==> src/common/indicator_pkg.sv <==
// ********************
// shared widths and types for the indicator LED controller
// vectors are sized for the largest build of 8 bits and 16 channels
// modules narrow them with their own RESOLUTION and CHANNELS parameters
// ********************

`default_nettype none

package indicator_pkg;

	localparam int MAX_RESOLUTION = 8; // widest PWM resolution any module may be built with
	localparam int MAX_CHANNELS = 16; // most channels a command can address
	localparam int CHANNEL_W = $clog2(MAX_CHANNELS); // bits in a channel number

	// brightness level as the host writes it
	typedef logic [MAX_RESOLUTION-1:0] level_t;

	// one extra bit so that full on at 2^RESOLUTION still fits
	typedef logic [MAX_RESOLUTION:0] duty_t;

	// channel number carried by a command
	typedef logic [CHANNEL_W-1:0] channel_t;

	// per-channel operating mode
	typedef enum logic [1:0] {
		mode_off = 2'd0, // output held low
		mode_on = 2'd1, // output held high for the whole frame
		mode_fixed = 2'd2, // duty taken straight from the level register
		mode_breathe = 2'd3 // duty follows the phase-shifted triangle ramp
	} ind_mode_e;

endpackage

`default_nettype wire

==> src/common/duty_bus_if.sv <==
// ********************
// duty and timing bus from the ramp to the PWM bank
// tick and duty come from the ramp side and frame_start from the bank side
// CHANNELS must match on both ends
// ********************

`timescale 1ns/1ps
`default_nettype none

interface duty_bus_if
	import indicator_pkg::*;
#(
	parameter int CHANNELS = 8
) ();

	logic tick; // one cycle in every PRESCALE cycles
	duty_t duty [CHANNELS]; // registered duty per channel
	logic frame_start; // pulses on the tick that wraps the frame counter

	// the ramp makes the timebase and the duties and watches frame boundaries
	modport ramp_side (
		output tick,
		output duty,
		input frame_start
	);

	// the bank counts ticks into frames and latches duties at each boundary
	modport bank_side (
		input tick,
		input duty,
		output frame_start
	);

endinterface

`default_nettype wire

==> src/indicator_cmd_decode.sv <==
// ********************
// command decode with one mode and level register per channel
// commands are single-cycle strobes and every strobe is taken
// channel numbers of CHANNELS or more are dropped
// ********************

`timescale 1ns/1ps
`default_nettype none

module indicator_cmd_decode
	import indicator_pkg::*;
#(
	parameter int CHANNELS = 8
) (
	input wire logic clk,
	input wire logic reset,
	input wire logic cmd_valid, // one-cycle command strobe
	input channel_t cmd_channel, // target channel of the command
	input ind_mode_e cmd_mode, // new mode for that channel
	input level_t cmd_level, // new level for that channel
	output ind_mode_e mode [CHANNELS], // current mode of each channel
	output level_t level [CHANNELS] // current level of each channel
);

	logic [CHANNELS-1:0] hit; // one-hot write enable per channel

	// each channel compares its own number so out-of-range commands match nothing
	always_comb begin
		for (int i = 0; i < CHANNELS; i++) begin
			hit[i] = cmd_valid && (cmd_channel == channel_t'(i));
		end
	end

	always_ff @(posedge clk) begin
		if (reset) begin
			for (int i = 0; i < CHANNELS; i++) begin
				mode[i] <= mode_off; // every channel starts dark
				level[i] <= '0;
			end
		end else begin
			for (int i = 0; i < CHANNELS; i++) begin
				if (hit[i]) begin
					mode[i] <= cmd_mode; // visible one cycle after the strobe
					level[i] <= cmd_level; // mode and level are always written together
				end
			end
		end
	end

endmodule

`default_nettype wire

==> src/breath_ramp.sv <==
// ********************
// timebase and duty computation for every channel
// the ramp steps once per STEP_FRAMES frames and only counts while ramp_enable is high
// fixed mode uses the low RESOLUTION bits of the level
// duties are registered one cycle after the mode and level registers
// ********************

`timescale 1ns/1ps
`default_nettype none

module breath_ramp
	import indicator_pkg::*;
#(
	parameter int CHANNELS = 8,
	parameter int RESOLUTION = 8,
	parameter int PRESCALE = 7,
	parameter int STEP_FRAMES = 4
) (
	input wire logic clk,
	input wire logic reset,
	input wire logic ramp_enable, // lets the ramp advance
	input ind_mode_e mode [CHANNELS], // per-channel mode from decode
	input level_t level [CHANNELS], // per-channel level from decode
	duty_bus_if.ramp_side bus
);

	localparam int MAX = (1 << RESOLUTION) - 1; // brightest triangle value
	localparam int SPAN = 2 * MAX; // one full up and down sweep of the ramp
	localparam int PHASE_STEP = SPAN / CHANNELS; // ramp offset between neighbouring channels
	localparam int PRESC_W = (PRESCALE > 1) ? $clog2(PRESCALE) : 1;
	localparam int STEP_W = (STEP_FRAMES > 1) ? $clog2(STEP_FRAMES) : 1;
	localparam int POS_W = RESOLUTION + 1; // holds 0 to SPAN-1
	localparam int ARG_W = RESOLUTION + 2; // holds a position plus an offset before the wrap
	localparam duty_t FULL_ON = duty_t'(1 << RESOLUTION); // high for the whole frame
	localparam level_t LEVEL_MASK = level_t'(MAX); // keeps fixed levels inside the frame

	logic [PRESC_W-1:0] presc_cnt; // cycles since the last tick
	logic [STEP_W-1:0] step_cnt; // enabled frames since the last ramp step
	logic [POS_W-1:0] ramp_pos; // shared ramp position before the phase offset
	logic [ARG_W-1:0] phase_sum [CHANNELS]; // position plus this channel's offset
	logic [ARG_W-1:0] phase_arg [CHANNELS]; // the same value folded back into one sweep
	level_t tri_level [CHANNELS]; // triangle brightness of each channel
	duty_t duty_q [CHANNELS]; // registered duty handed to the bank

	assign bus.tick = (presc_cnt == PRESC_W'(PRESCALE - 1)); // last cycle of each prescale period

	always_ff @(posedge clk) begin
		if (reset) begin
			presc_cnt <= '0;
		end else if (bus.tick) begin
			presc_cnt <= '0; // restart the prescale period
		end else begin
			presc_cnt <= presc_cnt + 1'b1;
		end
	end

	// frames are only counted while enabled so a pause freezes the divider too
	always_ff @(posedge clk) begin
		if (reset) begin
			step_cnt <= '0;
			ramp_pos <= '0;
		end else if (ramp_enable && bus.frame_start) begin
			if (step_cnt == STEP_W'(STEP_FRAMES - 1)) begin
				step_cnt <= '0;
				if (ramp_pos == POS_W'(SPAN - 1)) begin
					ramp_pos <= '0; // one full breath done
				end else begin
					ramp_pos <= ramp_pos + 1'b1;
				end
			end else begin
				step_cnt <= step_cnt + 1'b1;
			end
		end
	end

	for (genvar i = 0; i < CHANNELS; i++) begin : g_chan
		// the offset is below SPAN so a single subtract wraps the sum
		assign phase_sum[i] = ARG_W'(ramp_pos) + ARG_W'(i * PHASE_STEP);
		assign phase_arg[i] = (phase_sum[i] >= ARG_W'(SPAN)) ? phase_sum[i] - ARG_W'(SPAN)
			: phase_sum[i];
		assign tri_level[i] = (phase_arg[i] <= ARG_W'(MAX)) ? level_t'(phase_arg[i])
			: level_t'(ARG_W'(SPAN) - phase_arg[i]); // falling half of the triangle

		always_ff @(posedge clk) begin
			if (reset) begin
				duty_q[i] <= '0;
			end else begin
				case (mode[i])
					mode_off: duty_q[i] <= '0;
					mode_on: duty_q[i] <= FULL_ON;
					mode_fixed: duty_q[i] <= duty_t'(level[i] & LEVEL_MASK);
					mode_breathe: duty_q[i] <= duty_t'(tri_level[i]);
					default: duty_q[i] <= '0;
				endcase
			end
		end

		assign bus.duty[i] = duty_q[i];
	end

endmodule

`default_nettype wire

==> src/pwm/pwm_channel.sv <==
// ********************
// one PWM output with a duty latched at the frame boundary
// the output is registered and trails the shared count by one cycle
// a duty of 2^RESOLUTION or more keeps the output high for the whole frame
// ********************

`timescale 1ns/1ps
`default_nettype none

module pwm_channel
	import indicator_pkg::*;
#(
	parameter int RESOLUTION = 8
) (
	input wire logic clk,
	input wire logic reset,
	input wire logic frame_start, // loads the next duty
	input level_t count, // shared frame position from the bank
	input duty_t duty, // duty offered by the ramp
	output logic pwm // LED drive
);

	duty_t duty_q; // duty in force for the current frame

	always_ff @(posedge clk) begin
		if (reset) begin
			duty_q <= '0;
			pwm <= 1'b0;
		end else begin
			if (frame_start) begin
				duty_q <= duty; // duty only changes between frames
			end
			pwm <= (duty_t'(count) < duty_q); // leading pulse with no special case for full on
		end
	end

endmodule

`default_nettype wire

==> src/pwm/pwm_bank.sv <==
// ********************
// PWM bank with one frame counter shared by all channels
// a frame lasts 2^RESOLUTION ticks
// frame_start is combinational from the tick and the counter
// ********************

`timescale 1ns/1ps
`default_nettype none

module pwm_bank
	import indicator_pkg::*;
#(
	parameter int CHANNELS = 8,
	parameter int RESOLUTION = 8
) (
	input wire logic clk,
	input wire logic reset,
	duty_bus_if.bank_side bus,
	output logic [CHANNELS-1:0] pwm_out // one LED drive per channel
);

	localparam int MAX = (1 << RESOLUTION) - 1; // last count of a frame

	logic [RESOLUTION-1:0] frame_cnt; // ticks into the current frame
	level_t count; // frame position widened for the channels

	assign bus.frame_start = bus.tick && (frame_cnt == RESOLUTION'(MAX)); // this tick wraps
	assign count = level_t'(frame_cnt);

	always_ff @(posedge clk) begin
		if (reset) begin
			frame_cnt <= '0;
		end else if (bus.tick) begin
			frame_cnt <= frame_cnt + 1'b1; // wraps to zero by its width
		end
	end

	// every channel sees the same count so all pulses start together
	for (genvar i = 0; i < CHANNELS; i++) begin : g_pwm
		pwm_channel #(
			.RESOLUTION(RESOLUTION)
		) u_channel (
			.clk(clk),
			.reset(reset),
			.frame_start(bus.frame_start),
			.count(count),
			.duty(bus.duty[i]),
			.pwm(pwm_out[i])
		);
	end

endmodule

`default_nettype wire

==> src/indicator_top.sv <==
// ********************
// multichannel indicator LED controller
// CHANNELS up to 16 and RESOLUTION up to 8
// a command needs 3 cycles of lead before a frame_start to land in that frame
// ********************

`timescale 1ns/1ps
`default_nettype none

module indicator_top
	import indicator_pkg::*;
#(
	parameter int CHANNELS = 8,
	parameter int RESOLUTION = 8,
	parameter int PRESCALE = 7,
	parameter int STEP_FRAMES = 4
) (
	input wire logic clk,
	input wire logic reset,
	input wire logic cmd_valid, // one-cycle command strobe
	input channel_t cmd_channel, // channel the command addresses
	input ind_mode_e cmd_mode, // requested mode
	input level_t cmd_level, // requested level
	input wire logic ramp_enable, // low pauses the breathing ramp
	output logic [CHANNELS-1:0] pwm_out, // LED drives
	output logic frame_start // one cycle at each PWM frame boundary
);

	ind_mode_e mode [CHANNELS]; // decoded mode per channel
	level_t level [CHANNELS]; // decoded level per channel

	duty_bus_if #(
		.CHANNELS(CHANNELS)
	) duty_bus ();

	assign frame_start = duty_bus.frame_start;

	indicator_cmd_decode #(
		.CHANNELS(CHANNELS)
	) u_decode (
		.clk(clk),
		.reset(reset),
		.cmd_valid(cmd_valid),
		.cmd_channel(cmd_channel),
		.cmd_mode(cmd_mode),
		.cmd_level(cmd_level),
		.mode(mode),
		.level(level)
	);

	breath_ramp #(
		.CHANNELS(CHANNELS),
		.RESOLUTION(RESOLUTION),
		.PRESCALE(PRESCALE),
		.STEP_FRAMES(STEP_FRAMES)
	) u_ramp (
		.clk(clk),
		.reset(reset),
		.ramp_enable(ramp_enable),
		.mode(mode),
		.level(level),
		.bus(duty_bus.ramp_side)
	);

	pwm_bank #(
		.CHANNELS(CHANNELS),
		.RESOLUTION(RESOLUTION)
	) u_bank (
		.clk(clk),
		.reset(reset),
		.bus(duty_bus.bank_side),
		.pwm_out(pwm_out)
	);

endmodule

`default_nettype wire

==> config.mk <==
export PLATFORM = sky130hd
export DESIGN_NAME = indicator_top
export DESIGN_NICKNAME = d
export VERILOG_FILES = /design/src/common/indicator_pkg.sv /design/src/common/duty_bus_if.sv /design/src/indicator_cmd_decode.sv /design/src/breath_ramp.sv /design/src/pwm/pwm_channel.sv /design/src/pwm/pwm_bank.sv /design/src/indicator_top.sv
export SDC_FILE = /design/constraint.sdc
export NUM_CORES = 1
export LEC_CHECK = 0
export BUFFER_PORTS_ARGS = -buffer_cell sky130_fd_sc_hd__buf_4
export CAP_MARGIN = 5
export CORE_UTILIZATION = 31
export DETAILED_ROUTE_END_ITERATION = 10
export GPL_TIMING_DRIVEN = 0
export MAX_ROUTING_LAYER = met4
export SKIP_LAST_GASP = 1
export SYNTH_ARGS = -nofsm -noshare
export SYNTH_HDL_FRONTEND = slang
export SYNTH_SLANG_ARGS = --single-unit
==> constraint.sdc <==
create_clock -name clk -period 5.55 [get_ports clk]
set_input_delay 0.8325 -clock clk [delete_from_list [all_inputs] [get_ports clk]]
set_output_delay 0.8325 -clock clk [all_outputs]
set_load 0.005 [all_outputs]
Word-level counts from Yosys, hierarchy flattened
Memories as Yosys holds them, arrays and structs flattened. A register that Yosys moved wholly into a read port is not among the register bits.
Cells that the tools add are included.
{"block": "classes", "mux": 148, "n_addsub": 27, "bitwise": 32, "order_cmp": 24, "n_eq_ne": 35, "n_reduce_logical": 21}
{"cell": "two-way mux 9 bit", "n": 33}
{"cell": "two-way mux 1 bit", "n": 98}
{"cell": "less-or-equal comparator 10 x 8 -> 1 bit (second input constant)", "n": 8}
{"cell": "two-way mux 10 bit", "n": 8}
{"cell": "less-than comparator 8 x 9 -> 1 bit", "n": 8}
{"cell": "greater-or-equal comparator 10 x 9 -> 1 bit (second input constant)", "n": 7}
{"cell": "subtractor 10 x 9 -> 10 bit (second input constant)", "n": 7}
{"cell": "two-way mux 8 bit", "n": 8}
{"cell": "subtractor 8 bit (first input constant)", "n": 8}
{"cell": "== test 2 bit (second input constant)", "n": 17}
{"cell": "OR 1 bit", "n": 32}
{"cell": "adder 9 x 9 -> 10 bit (second input constant)", "n": 3}
{"cell": "adder 9 x 8 -> 10 bit (second input constant)", "n": 2}
{"cell": "== test 2 x 1 -> 1 bit (second input constant)", "n": 8}
{"cell": "== test 4 x 3 -> 1 bit (second input constant)", "n": 4}
{"cell": "zero test 2 bit", "n": 8}
{"cell": "adder 9 x 6 -> 10 bit (second input constant)", "n": 1}
{"cell": "adder 9 x 7 -> 10 bit (second input constant)", "n": 1}
{"cell": "logical AND 1 bit", "n": 10}
{"cell": "subtractor 9 x 9 -> 10 bit (second input constant)", "n": 1}
{"cell": "adder 9 x 1 -> 9 bit (second input constant)", "n": 1}
{"cell": "== test 9 bit (second input constant)", "n": 1}
{"cell": "greater-or-equal comparator 9 bit (second input constant)", "n": 1}
{"cell": "adder 8 x 1 -> 8 bit (second input constant)", "n": 1}
{"cell": "other kinds (10)", "n": 11}
{"block": "totals", "ram_bits": 72, "out_inout_bits": 9, "inputBits": 18, "elab_cells": 316, "register_bits": 110, "n_memories": 1}
{"name": "u_ramp.duty_q", "words": 8, "word_bits": 9, "rd": 8, "rd_clocked_by_memory_dff": 8, "write_ports": 8, "line_no": "breath_ramp.sv:43", "source": "duty_t duty_q [CHANNELS];"}

Depth between registers and ports, before layout
Gate-level depths: netlist of run 1.
{"block": "depth", "depth_word": 8, "mapped_depth": 22, "ltp_nobuf": 16}

Hierarchy
Synthesis of run 1 repeated with hierarchy kept, for this count alone.
{"block": "unflattened", "cells_unflattened": 1811, "area_unflattened_um2": 16480.8}
{"module": "breath_ramp", "cells_per_inst": 1025, "seq_area_each_um2": 2442.3, "n_inst": 1, "area_each_um2": 8600.7}
{"module": "pwm_channel", "cells_per_inst": 57, "seq_area_each_um2": 200.2, "n_inst": 8, "area_each_um2": 536.8}
{"module": "indicator_cmd_decode", "cells_per_inst": 291, "seq_area_each_um2": 1601.5, "n_inst": 1, "area_each_um2": 3231.8}
{"module": "pwm_bank", "cells_per_inst": 39, "seq_area_each_um2": 160.2, "n_inst": 1, "area_each_um2": 354.1}

Least setup slack after synthesis of run 1
No wires, ideal clock.
{"block": "synth_timing", "path_type": "flip-flop to flip-flop", "startpoint": "register u_ramp.ramp_pos[3]", "endpoint": "memory u_ramp.duty_q[0][24] (netlist bit) (data pin)", "path_slack_ns": 0.732, "t_arrival_ns": 4.681, "setup_ns": 0.138, "path_stages_with_launch": 22, "path_buffers": 6, "required_ns": 5.412, "path_cell_list": "dfxtp_1 buf_2 buf_2 buf_2 inv_1 clkbuf_1 ha_1 buf_4 a21boi_4 xnor2_2 or4_4 a211oi_4 or2_1 clkbuf_1 xnor2_1 ha_1 nand4_1 a211o_1 o311ai_1 inv_1 or4_1 nand3_1"}
{"item": "start: declaration", "line_no": "breath_ramp.sv:39", "source": "logic [POS_W-1:0] ramp_pos;"}
{"item": "start signal: assignment", "line_no": "breath_ramp.sv:68", "source": "ramp_pos <= ramp_pos + 1'b1;"}
{"item": "end: declaration", "line_no": "breath_ramp.sv:43"}

==> impl_metrics.toml, run 1 <==
[setup_path]
critical_path.endpoint_type = "flip-flop"
required_ns = 5.97
worst_ep_arrival_time_ns = 5.78
crit_fanout = 10
critical_path_class = "reg -> reg"
start_kind = "flip-flop"

[place]
dpl.hpwl_mm = 35.7
numPortBuffers = 15
dpl_cell_area_mm2 = 0.0170
routabilityCongestion = 0.944

[sta]
final-hold-violation-count = 0
setup_tns_ns = 0
fin_skew_ns = 0.0248
period_share = 0.965
slew_viol_final = 0
period_minus_slack_ns = 5.36
grt_setup_unrepaired = "no"
worst_slew_margin_rel = 0.243
tightest_slew_ns = 1.13
highest_achievable_clock_rate_ghz = 0.187
final-setup-viol-count = 0

[route]
drt-wirelength-per-cell_um = 17.7
dr_iter_0_viols = 1095
antenna_violation_net_count_after_detailed_routing = 0
post_drt_via_cell_ratio = 5.14
dr.pass1.iters = 5
routed_wirelength_mm = 47.6
remaining_drc_errors = 0
vias = 13800

[yosys]
synth.ff_latch_count = 254
postSynthCellCount = 1872
yosysTopAreaCellShare = 0.231
yosysWarningCount = 0
synth.largest_area_cell = "sky130_fd_sc_hd__dfxtp_1"
yosysUniqueCellTypes = 96
async_flop_share = 0
synth.yosys.seq_area_share = 0.367
synthesis.area_mm2 = 0.0158
synth.avg_cell_area_um2 = 8.44
number_of_synthesized_flops_with_an_enable_pin = 72
postSynth.topFlopCell = "sky130_fd_sc_hd__dfxtp_1"
synth_top_area_cells = "sky130_fd_sc_hd__dfxtp_1 (23%), sky130_fd_sc_hd__edfxtp_1 (14%), sky130_fd_sc_hd__ha_1 (7.0%), sky130_fd_sc_hd__nand2_1 (6.9%), sky130_fd_sc_hd__mux2i_1 (6.2%)"

[clock_tree]
clock_root_buffer_master = "sky130_fd_sc_hd__clkbuf_16"
clk_transition_reported_paths_ns = 0.06
clock_path_buffers = 3
clock-sinks = 254
clock_latency_ns = 0.56
tritoncts = "yes"
htreeDepth = 1
cts.hold.buffers_added = 0
numCtsBuffers = 29

[layout]
final_layout_size_suffix_gt1_frac = 0.0700
antenna_cells = 0
syn2layout_area_growth_pct = 13.9
finish.instance_area_mm2 = 0.0180
num-nets-final = 2097

[floorplanning]
io_pins = 27
die_h_um = 228
core_outline_area_mm2 = 0.0503
floorplan.die.width_um = 228
floorplan.rows = 82
initial_utilization = 0.314
die_area_mm2 = 0.0519

[pwr]
leakagePower_uw = 0.00675
vdd_drop_max_mv = 0.179
power-per-cell-area_mw_per_mm2 = 218

[grt]
grtUsageTotal = 0.184
grt_antenna_before_repair = 0
first_pass_grt_wire_length_mm = 73.8
vias_in_the_first_global_route = 12900
global_route.overflow_total = 0
pin_count_of_the_biggest_net_entering_global_routing = 16

[outcome]
outcome = "finished, final reports clean"

[run]
max_cap_violations = 0

[hold_path]
hp-class = "reg -> reg"
-- registers in the layout, indices dropped and copies added (netlist names) --
| register | cells |
|---|---|
| u_bank.count | 8 |
| u_bank.g_pwm.u_channel.duty_q | 72 |
| u_bank.g_pwm.u_channel.pwm | 8 |
| u_decode.level | 64 |
| u_decode.mode | 16 |
| u_ramp.duty_q | 72 |
| u_ramp.presc_cnt | 3 |
| u_ramp.ramp_pos | 9 |
| u_ramp.step_cnt | 2 |
-- logic make-up (layout without fill, tap and decap cells) --
kind of cell	Yosys count	after routing	share of synthesized area
compound gates	416	416	0.175
xor+xnor	124	124	0.0692
other cells	1	72	0.000237
simple gates	692	692	0.205
buf+inv	197	268	0.0502
flops	254	254	0.367
mux	100	100	0.0635
fa+ha+maj	88	88	0.0697
-- metrics by stage --
stage	hold slack [ns]	setup slack, ns	instances	power, µW	utilization
after floorplan	0.427	0.732	1943	2040	-
after CTS	0.452	0.00241	2684	3940	0.358
after global placement	0.440	-0.915	2630	2080	0.339
after detailed placement	0.443	-0.958	2630	2090	0.339
after global routing	0.470	0.00211	2686	4030	0.358
final	0.450	0.194	2686	3910	0.358
-- Yosys cell counts, types with 6 or more instances --
cell                          n
sky130_fd_sc_hd__a21oi_1    122
sky130_fd_sc_hd__a211oi_1    10
sky130_fd_sc_hd__clkbuf_1    80
sky130_fd_sc_hd__nand2b_1    25
sky130_fd_sc_hd__o21ai_0     57
sky130_fd_sc_hd__xor2_1      49
sky130_fd_sc_hd__buf_2       16
sky130_fd_sc_hd__buf_1       15
sky130_fd_sc_hd__or3_1       14
sky130_fd_sc_hd__and2_1      12
sky130_fd_sc_hd__o31ai_1     10
sky130_fd_sc_hd__nor2b_1      8
sky130_fd_sc_hd__o21a_1      11
sky130_fd_sc_hd__or2_2        6
sky130_fd_sc_hd__inv_1       71
sky130_fd_sc_hd__o21ba_2      8
sky130_fd_sc_hd__ha_1        88
sky130_fd_sc_hd__a31oi_1     14
sky130_fd_sc_hd__nand3b_1    12
sky130_fd_sc_hd__buf_4        9
sky130_fd_sc_hd__nor2_1     165
sky130_fd_sc_hd__nand3_1     33
sky130_fd_sc_hd__nor4_1       6
sky130_fd_sc_hd__nor3_1      33
sky130_fd_sc_hd__dfxtp_1    182
sky130_fd_sc_hd__o2111ai_1    6
sky130_fd_sc_hd__xnor2_1     74
sky130_fd_sc_hd__edfxtp_1    72
sky130_fd_sc_hd__mux2i_1     98
sky130_fd_sc_hd__nand2_1    289
sky130_fd_sc_hd__nor3b_1     22
sky130_fd_sc_hd__nand4_1     20
sky130_fd_sc_hd__a21o_1      54
sky130_fd_sc_hd__o21ai_1     35
sky130_fd_sc_hd__o211ai_1    10
sky130_fd_sc_hd__a22o_1       7
sky130_fd_sc_hd__a211o_1      6
sky130_fd_sc_hd__and3_1      16
-- layout make-up --
type,count,area [µm²]
Fill cell,5247,32300
Multi-Input combinational cell,1492,9470
Sequential cell,254,5810
Tap cell,672,841
Clock buffer,35,778
Buffer,118,504
Inverter,77,294
Clock inverter,19,155
Timing Repair Buffer,19,143
-- worst paths after layout --
check                                                                       from                                                to  slack, ns  cells after the start
worst max-delay path                             u_ramp.ramp_pos[3]$_SDFFE_PP0P_                    u_ramp.duty_q[0][24]$_DFFE_PP_       0.19                     20
worst max register to register                   u_ramp.ramp_pos[3]$_SDFFE_PP0P_                    u_ramp.duty_q[0][24]$_DFFE_PP_       0.19                     20
worst min-delay path            u_bank.g_pwm[5].u_channel.duty_q[2]$_SDFFE_PP0P_  u_bank.g_pwm[5].u_channel.duty_q[2]$_SDFFE_PP0P_       0.45                      2
worst min register to register  u_bank.g_pwm[5].u_channel.duty_q[2]$_SDFFE_PP0P_  u_bank.g_pwm[5].u_channel.duty_q[2]$_SDFFE_PP0P_       0.45                      2
-- cell usage in the layout, fill, tap and decap left out, types with 29 or more instances in the layout --
cell	count
sky130_fd_sc_hd__conb_1	72
sky130_fd_sc_hd__a21oi_1	122
sky130_fd_sc_hd__a21o_1	54
sky130_fd_sc_hd__o21ai_1	35
sky130_fd_sc_hd__clkbuf_1	76
sky130_fd_sc_hd__inv_1	70
sky130_fd_sc_hd__xor2_1	49
sky130_fd_sc_hd__ha_1	88
sky130_fd_sc_hd__dfxtp_1	181
sky130_fd_sc_hd__nor3_1	33
sky130_fd_sc_hd__nand2_1	289
sky130_fd_sc_hd__nor2_1	165
sky130_fd_sc_hd__edfxtp_1	72
sky130_fd_sc_hd__o21ai_0	57
sky130_fd_sc_hd__nand3_1	33
sky130_fd_sc_hd__xnor2_1	74
sky130_fd_sc_hd__mux2i_1	98
sky130_fd_sc_hd__clkbuf_16	29
-- critical path, cell delays in order (launching register included) --
cell,delay [ns]
sky130_fd_sc_hd__dfxtp_1,0.33
sky130_fd_sc_hd__buf_2,0.23
sky130_fd_sc_hd__buf_2,0.28
sky130_fd_sc_hd__buf_2,0.30
sky130_fd_sc_hd__clkinvlp_4,0.25
sky130_fd_sc_hd__ha_1,0.23
sky130_fd_sc_hd__buf_2,0.19
sky130_fd_sc_hd__a21boi_4,0.23
sky130_fd_sc_hd__xnor2_2,0.17
sky130_fd_sc_hd__or4_4,0.61
sky130_fd_sc_hd__a211oi_4,0.23
sky130_fd_sc_hd__or2_1,0.14
sky130_fd_sc_hd__clkbuf_1,0.28
sky130_fd_sc_hd__xnor2_1,0.20
sky130_fd_sc_hd__ha_1,0.30
sky130_fd_sc_hd__nand4_1,0.12
sky130_fd_sc_hd__a211o_1,0.31
sky130_fd_sc_hd__o311ai_1,0.11
sky130_fd_sc_hd__inv_1,0.10
sky130_fd_sc_hd__or4_1,0.49
sky130_fd_sc_hd__nand3_1,0.11
-- power by group --
group | switching [µW] | leakage (µW) | total [µW] | internal [µW]
combinational | 77.8 | 0.00408 | 104 | 25.9
sequential | 12.4 | 0.00221 | 1940 | 1930
clock | 777 | 0.000459 | 1870 | 1090
total | 867 | 0.00675 | 3910 | 3050
-- repair_timing --
| action | in CTS | in global routing |
|---|---|---|
| resized for setup | 6 | 6 |
| endpoints found under the setup margin | 31 | 24 |
| buffers inserted | 2 | 2 |
| pin swaps | 0 | 1 |
-- metal layers --
layer,GRT usage,part of all wire
met5,-,0
met1,0.240,0.45
met3,0.0184,0.052
met4,0.0657,0.035
met2,0.294,0.46
No activity file was read; power rests on OpenSTA's default activity.
==> run 2, diff against run 1 <==
--- a/config.mk
+++ b/config.mk
@@ -8,6 +8,7 @@
 export BUFFER_PORTS_ARGS = -buffer_cell sky130_fd_sc_hd__buf_4
 export CAP_MARGIN = 5
 export CORE_UTILIZATION = 31
+export CTS_BUF_LIST = sky130_fd_sc_hd__clkbuf_8
 export DETAILED_ROUTE_END_ITERATION = 10
 export GPL_TIMING_DRIVEN = 0
 export MAX_ROUTING_LAYER = met4
==> constraint.sdc (replaced) <==
create_clock -name clk -period 6.41 [get_ports clk]
set_input_delay 0.9615 -clock clk [delete_from_list [all_inputs] [get_ports clk]]
set_output_delay 0.9615 -clock clk [all_outputs]
set_load 0.005 [all_outputs]
==> impl_metrics.toml, run 2 (synthesis gave the netlist of run 1 again) <==
[sta]
tightest_slew_ns = 1.14
slew_viol_final = 0
final-hold-violation-count = 0
highest_achievable_clock_rate_ghz = 0.165
final-setup-viol-count = 0
period_minus_slack_ns = 6.04
period_share = 0.943
grt_setup_unrepaired = "no"
worst_slew_margin_rel = 0.232
fin_skew_ns = 0.0296

[grt]
grtUsageTotal = 0.186
first_pass_grt_wire_length_mm = 73.9
global_route.overflow_total = 0
vias_in_the_first_global_route = 13000
grt_antenna_before_repair = 0
pin_count_of_the_biggest_net_entering_global_routing = 16

[pwr]
vdd_drop_max_mv = 0.113
leakagePower_uw = 0.00677
total_power_uw = 3310
power-per-cell-area_mw_per_mm2 = 185

[route]
remaining_drc_errors = 0
post_drt_via_cell_ratio = 5.08
dr_iter_0_viols = 1006
antenna_violation_net_count_after_detailed_routing = 0
routed_wirelength_mm = 47.5
vias = 13800
dr.pass1.iters = 5
drt-wirelength-per-cell_um = 17.5

[place]
dpl_cell_area_mm2 = 0.0170
numPortBuffers = 15
dpl.hpwl_mm = 35.7
routabilityCongestion = 0.944

[floorplanning]
floorplan.rows = 82
initial_utilization = 0.314
io_pins = 27
die_h_um = 228
core_outline_area_mm2 = 0.0503
die_area_mm2 = 0.0519
floorplan.die.width_um = 228

[layout]
finish.instance_area_mm2 = 0.0179
syn2layout_area_growth_pct = 13.5
final-seq-area_mm2 = 0.00581
area_of_the_multi_input_gates_mm2 = 0.00947
mostFrequentLayoutCells = "sky130_fd_sc_hd__nand2_1 (289), sky130_fd_sc_hd__dfxtp_1 (182), sky130_fd_sc_hd__nor2_1 (165)"
antenna_cells = 0
largest_registers = "u_bank.g_pwm.u_channel.duty_q: 72 flops, u_ramp.duty_q: 72 flops, u_decode.level: 64 flops"
final_layout_size_suffix_gt1_frac = 0.0706
nFillCells = 5238
layout.cells.most_common = "sky130_fd_sc_hd__nand2_1"
num-nets-final = 2111

[hold_path]
hp-class = "reg -> reg"

[clock_tree]
clk_transition_reported_paths_ns = 0.06
numCtsBuffers = 45
clock_latency_ns = 0.61
tritoncts = "yes"
post_cts.repair.setup_buffers = 0
clock_path_buffers = 3
clock-sinks = 254
clock_root_buffer_master = "sky130_fd_sc_hd__clkbuf_8"
htreeDepth = 2

[setup_path]
worst_ep_arrival_time_ns = 6.37
critical_path_class = "reg -> reg"
ff2ff_setup_slack_ns = 0.37
critical_path.endpoint_type = "flip-flop"
required_ns = 6.73
start_kind = "flip-flop"
crit_fanout = 13

[run]
max_cap_violations = 0

[outcome]
outcome = "finished, final reports clean"
## run 2: area by class of cell
cell class                      count  area share
Timing Repair Buffer               15     0.00628
Multi-Input combinational cell   1492       0.528
Clock buffer                       51      0.0391
Inverter                           77      0.0162
Buffer                            120      0.0282
Clock inverter                     30      0.0117
Tap cell                          672      0.0469
Sequential cell                   254       0.324
## run 2: critical path, stage by stage (launching register included)
cell and delay, ns:
sky130_fd_sc_hd__dfxtp_1 0.67, sky130_fd_sc_hd__clkbuf_1 0.35, sky130_fd_sc_hd__clkbuf_1 0.47, sky130_fd_sc_hd__buf_1 0.51, sky130_fd_sc_hd__clkinv_2 0.46, sky130_fd_sc_hd__ha_1 0.50, sky130_fd_sc_hd__clkbuf_1 0.45, sky130_fd_sc_hd__nor2_1 0.14
sky130_fd_sc_hd__or3_1 0.46, sky130_fd_sc_hd__o21a_1 0.22, sky130_fd_sc_hd__o41ai_1 0.45, sky130_fd_sc_hd__clkbuf_1 0.36, sky130_fd_sc_hd__o211ai_1 0.16, sky130_fd_sc_hd__a311oi_1 0.52
## run 2: where the power goes
group,leakage [µW],total (µW),switching (µW),internal [µW]
logic,0.00405,89.9,67.5,22.4
clock network,0.000516,1540,689,851
registers,0.00221,1680,10.9,1670
## run 2: metal layers
layer,global-route usage,vias to the layer above,share of wire
met5,-,-,0
met4,0.0764,0,0.037
met3,0.0281,111,0.051
met2,0.292,417,0.46
met1,0.237,6491,0.45
li1,-,6761,-
## run 2: path summary, 6_finish.rpt
check	to	cells after the start	start
min reg2reg	u_bank.g_pwm[5].u_channel.duty_q[2]$_SDFFE_PP0P_	2	u_bank.g_pwm[5].u_channel.duty_q[2]$_SDFFE_PP0P_
max	u_ramp.duty_q[0][30]$_DFFE_PP_	13	u_ramp.ramp_pos[0]$_SDFFE_PP0P_
min	u_bank.g_pwm[5].u_channel.duty_q[2]$_SDFFE_PP0P_	2	u_bank.g_pwm[5].u_channel.duty_q[2]$_SDFFE_PP0P_
max reg2reg	u_ramp.duty_q[0][30]$_DFFE_PP_	13	u_ramp.ramp_pos[0]$_SDFFE_PP0P_
## run 2: what timing repair did
action | 4_1_cts | 5_1_grt
hold buffers | 0 | 0
pin swaps | 0 | 0
endpoints found under the setup margin | 1 | 3
resized for setup | 1 | 2
## run 2: metrics by stage
stage	utilization	hold slack [ns]	TNS [ns]	instances	worst slack, ns
3_5_place_dp	0.339	0.443	-0.0975	2630	-0.0975
5_1_grt	0.357	0.471	0	2711	0.0855
3_3_place_gp	0.339	0.440	-0.0548	2630	-0.0548
4_1_cts	0.357	0.451	0	2711	0.233
2_1_floorplan	-	0.427	0	1943	1.59
6_report	0.357	0.450	0	2711	0.368
==> run 3, diff against run 2 <==
--- a/config.mk
+++ b/config.mk
@@ -5,6 +5,7 @@
 export SDC_FILE = /design/constraint.sdc
 export NUM_CORES = 1
 export LEC_CHECK = 0
+export ABC_AREA = 1
 export BUFFER_PORTS_ARGS = -buffer_cell sky130_fd_sc_hd__buf_4
 export CAP_MARGIN = 5
 export CORE_UTILIZATION = 31
==> impl_metrics.toml, run 3 <==
[sta]
worst_slew_margin_rel = 0.160
setup_tns_ns = 0
tightest_slew_ns = 1.26
period_minus_slack_ns = 5.22
final-setup-viol-count = 0
grt_setup_unrepaired = "no"
fin_skew_ns = 0.0274
final-hold-violation-count = 0
highest_achievable_clock_rate_ghz = 0.192
timing.final.ws_setup_ns = 1.19
period_share = 0.814
slew_viol_final = 0

[place]
routabilityCongestion = 0.962
numPortBuffers = 17
dpl.hpwl_mm = 36.6
pre_cts_ws_ns = 1.20

[layout]
mostFrequentLayoutCells = "sky130_fd_sc_hd__nand2_1 (409), sky130_fd_sc_hd__inv_1 (271), sky130_fd_sc_hd__nor2_1 (223)"
largest_registers = "u_bank.g_pwm.u_channel.duty_q: 72 flops, u_ramp.duty_q: 72 flops, u_decode.level: 64 flops"
nFillCells = 5156
final_layout_size_suffix_gt1_frac = 0.0783
syn2layout_area_growth_pct = 13.7
layout.cells.most_common = "sky130_fd_sc_hd__nand2_1"
num-nets-final = 2358

[clock_tree]
clock_latency_ns = 0.61
tritoncts = "yes"
htreeDepth = 2
post_cts.repair.setup_buffers = 0
clock_root_buffer_master = "sky130_fd_sc_hd__clkbuf_8"
clock_path_buffers = 3
clk_transition_reported_paths_ns = 0.07
clock-sinks = 254
numCtsBuffers = 44
count_of_cells_resized_by_post_cts_repair = 0
cts.hold.buffers_added = 0

[floorplanning]
core_outline_area_mm2 = 0.0481
die_area_mm2 = 0.0501
io_pins = 27
initial_utilization = 0.317
floorplan.die.width_um = 224
die_h_um = 224
floorplan.rows = 80

[route]
remaining_drc_errors = 0
post_drt_via_cell_ratio = 4.83
antenna_violation_net_count_after_detailed_routing = 0
dr_iter_0_viols = 1082
wl_met1_mm = 21.8
routed_wirelength_mm = 47.7
drt-wirelength-per-cell_um = 16.2
vias = 14200
detail_route_met3_wl_mm = 2.69
met2WireLength_mm = 21.7
dr.pass1.iters = 6
top_layer_used = "met4"

[run]
max_cap_violations = 0

[grt]
grtUsageTotal = 0.198
grt_antenna_before_repair = 2
pin_count_of_the_biggest_net_entering_global_routing = 17
global_route.overflow_total = 0
vias_in_the_first_global_route = 13300
first_pass_grt_wire_length_mm = 74.7

[pwr]
power-per-cell-area_mw_per_mm2 = 189
leakagePower_uw = 0.00758
vdd_drop_max_mv = 0.129

[setup_path]
critical_path.endpoint_type = "flip-flop"
ff2ff_path_depth = 16
critical_path_buf_inv_count = 4
required_ns = 6.75
rr_endpoint = "u_ramp.duty_q[0][15]$_DFFE_PP_"
worst_path_largest_cell_delay_ns = 0.88
cp-endpoint = "u_ramp.duty_q[0][15]$_DFFE_PP_"
critPathSlowestCell = "sky130_fd_sc_hd__dfxtp_1"
start_kind = "flip-flop"
critical_path_cell_by_cell = "inv_2 -> clkbuf_1 -> ha_1 -> buf_1 -> inv_1 -> ha_1 -> nand3_1 -> nor2_1 -> nand2_1 -> nor3_1 -> o21ai_2 -> nand2_1 -> nand2_1 -> nand2_1 -> nand3_1 -> nand2_1"
crit_fanout = 14
timing.rr.start = "u_ramp.ramp_pos[0]$_SDFFE_PP0P_"
setup.worst_path.start = "u_ramp.ramp_pos[0]$_SDFFE_PP0P_"
ff2ff_setup_slack_ns = 1.19
critical_path_depth = 16
critical_path_class = "reg -> reg"
timing.critical_path.mode_cell = "sky130_fd_sc_hd__nand2_1"
worst_ep_arrival_time_ns = 5.56
crit_family = "buffers and inverters"

[yosys]
synthesis.area_mm2 = 0.0152
postSynth.topFlopCell = "sky130_fd_sc_hd__dfxtp_1"
number_of_synthesized_flops_with_an_enable_pin = 72
synth.ff_latch_count = 254
async_flop_share = 0
synth.cells.most_frequent = "sky130_fd_sc_hd__nand2_1 (409), sky130_fd_sc_hd__inv_1 (251), sky130_fd_sc_hd__nor2_1 (223), sky130_fd_sc_hd__o21ai_0 (217), sky130_fd_sc_hd__dfxtp_1 (182)"
synth_top_area_cells = "sky130_fd_sc_hd__dfxtp_1 (24%), sky130_fd_sc_hd__edfxtp_1 (14%), sky130_fd_sc_hd__nand2_1 (10%), sky130_fd_sc_hd__ha_1 (7.2%), sky130_fd_sc_hd__o21ai_0 (7.1%)"
postSynthCellCount = 2118
synth.avg_cell_area_um2 = 7.20
synthMostInstantiatedCell = "sky130_fd_sc_hd__nand2_1"
synth.yosys.seq_area_share = 0.381
yosysUniqueCellTypes = 55
yosysWarningCount = 0
synth.largest_area_cell = "sky130_fd_sc_hd__dfxtp_1"
yosysTopAreaCellShare = 0.239

[hold_path]
hp-class = "reg -> reg"
min_path_cells = 2

[outcome]
outcome = "finished, final reports clean"
## run 3: worst min path at each step
stage,startpoint,endpoint,slack (ns)
2_1_floorplan,u_ramp.presc_cnt[0]$_SDFF_PP0_,u_ramp.presc_cnt[0]$_SDFF_PP0_,0.42
3_3_place_gp,u_ramp.presc_cnt[0]$_SDFF_PP0_,u_ramp.presc_cnt[0]$_SDFF_PP0_,0.42
3_5_place_dp,u_bank.g_pwm[1].u_channel.duty_q[8]$_SDFFE_PP0P_,u_bank.g_pwm[1].u_channel.duty_q[8]$_SDFFE_PP0P_,0.44
4_1_cts,u_bank.g_pwm[1].u_channel.duty_q[8]$_SDFFE_PP0P_,u_bank.g_pwm[1].u_channel.duty_q[8]$_SDFFE_PP0P_,0.45
5_1_grt,u_decode.level[58]$_SDFFE_PP0P_,u_decode.level[58]$_SDFFE_PP0P_,0.47
6_report,u_bank.g_pwm[1].u_channel.duty_q[8]$_SDFFE_PP0P_,u_bank.g_pwm[1].u_channel.duty_q[8]$_SDFFE_PP0P_,0.45
## run 3: per-stage QoR
step | cells | instance area (µm²) | hold WS (ns) | total power, µW | utilization
floorplan | 2189 | 15500 | 0.417 | 1780 | -
global placement | 2862 | 16500 | 0.424 | 1830 | 0.342
detailed placement | 2862 | 16500 | 0.441 | 1830 | 0.342
CTS | 2943 | 17300 | 0.451 | 3320 | 0.360
global route | 2945 | 17300 | 0.468 | 3400 | 0.360
finish | 2945 | 17300 | 0.448 | 3280 | 0.360
## run 3: report_power, final
group	switching, µW	total [µW]	internal [µW]
sequential	12.8	1690	1680
combinational	82.0	108	25.7
clock	696	1480	783
## run 3: cell families after synthesis
family / synth area share
and+or+nand+nor: 0.264
xor gates and xnor gates: 0.0280
DFF: 0.381
other: 0.000246
adders and majority gates: 0.0722
buffers and inverters: 0.0967
AOI/OAI and AO/OA: 0.158
## run 3: metal layers
| layer | track usage | vias up |
|---|---|---|
| li1 | - | 7181 |
| met1 | 0.252 | 6547 |
| met2 | 0.311 | 401 |
| met3 | 0.0344 | 91 |
| met4 | 0.0780 | 0 |
| met5 | - | - |
## run 3: area by class of cell
type	instances	area, µm²	share of cell area
multi-input cells	1582	8230	0.475
flip-flops and latches	254	5810	0.335
inverters	266	1000	0.0578
well taps	656	821	0.0474
clock buffers	49	674	0.0389
plain buffers	87	473	0.0273
clock inverters	32	190	0.0110
repair buffers	17	128	0.00736
diodes	2	5.00	0.000289
## run 3: worst reg2reg max path: stages (launching register included)
cell and delay (ns):
sky130_fd_sc_hd__dfxtp_1 0.88, sky130_fd_sc_hd__inv_2 0.40, sky130_fd_sc_hd__clkbuf_1 0.62, sky130_fd_sc_hd__ha_1 0.69, sky130_fd_sc_hd__buf_1 0.51, sky130_fd_sc_hd__inv_1 0.36
sky130_fd_sc_hd__ha_1 0.32, sky130_fd_sc_hd__nand3_1 0.11, sky130_fd_sc_hd__nor2_1 0.05, sky130_fd_sc_hd__nand2_1 0.08, sky130_fd_sc_hd__nor3_1 0.05, sky130_fd_sc_hd__o21ai_2 0.34
sky130_fd_sc_hd__nand2_1 0.18, sky130_fd_sc_hd__nand2_1 0.09, sky130_fd_sc_hd__nand2_1 0.05, sky130_fd_sc_hd__nand3_1 0.10, sky130_fd_sc_hd__nand2_1 0.09
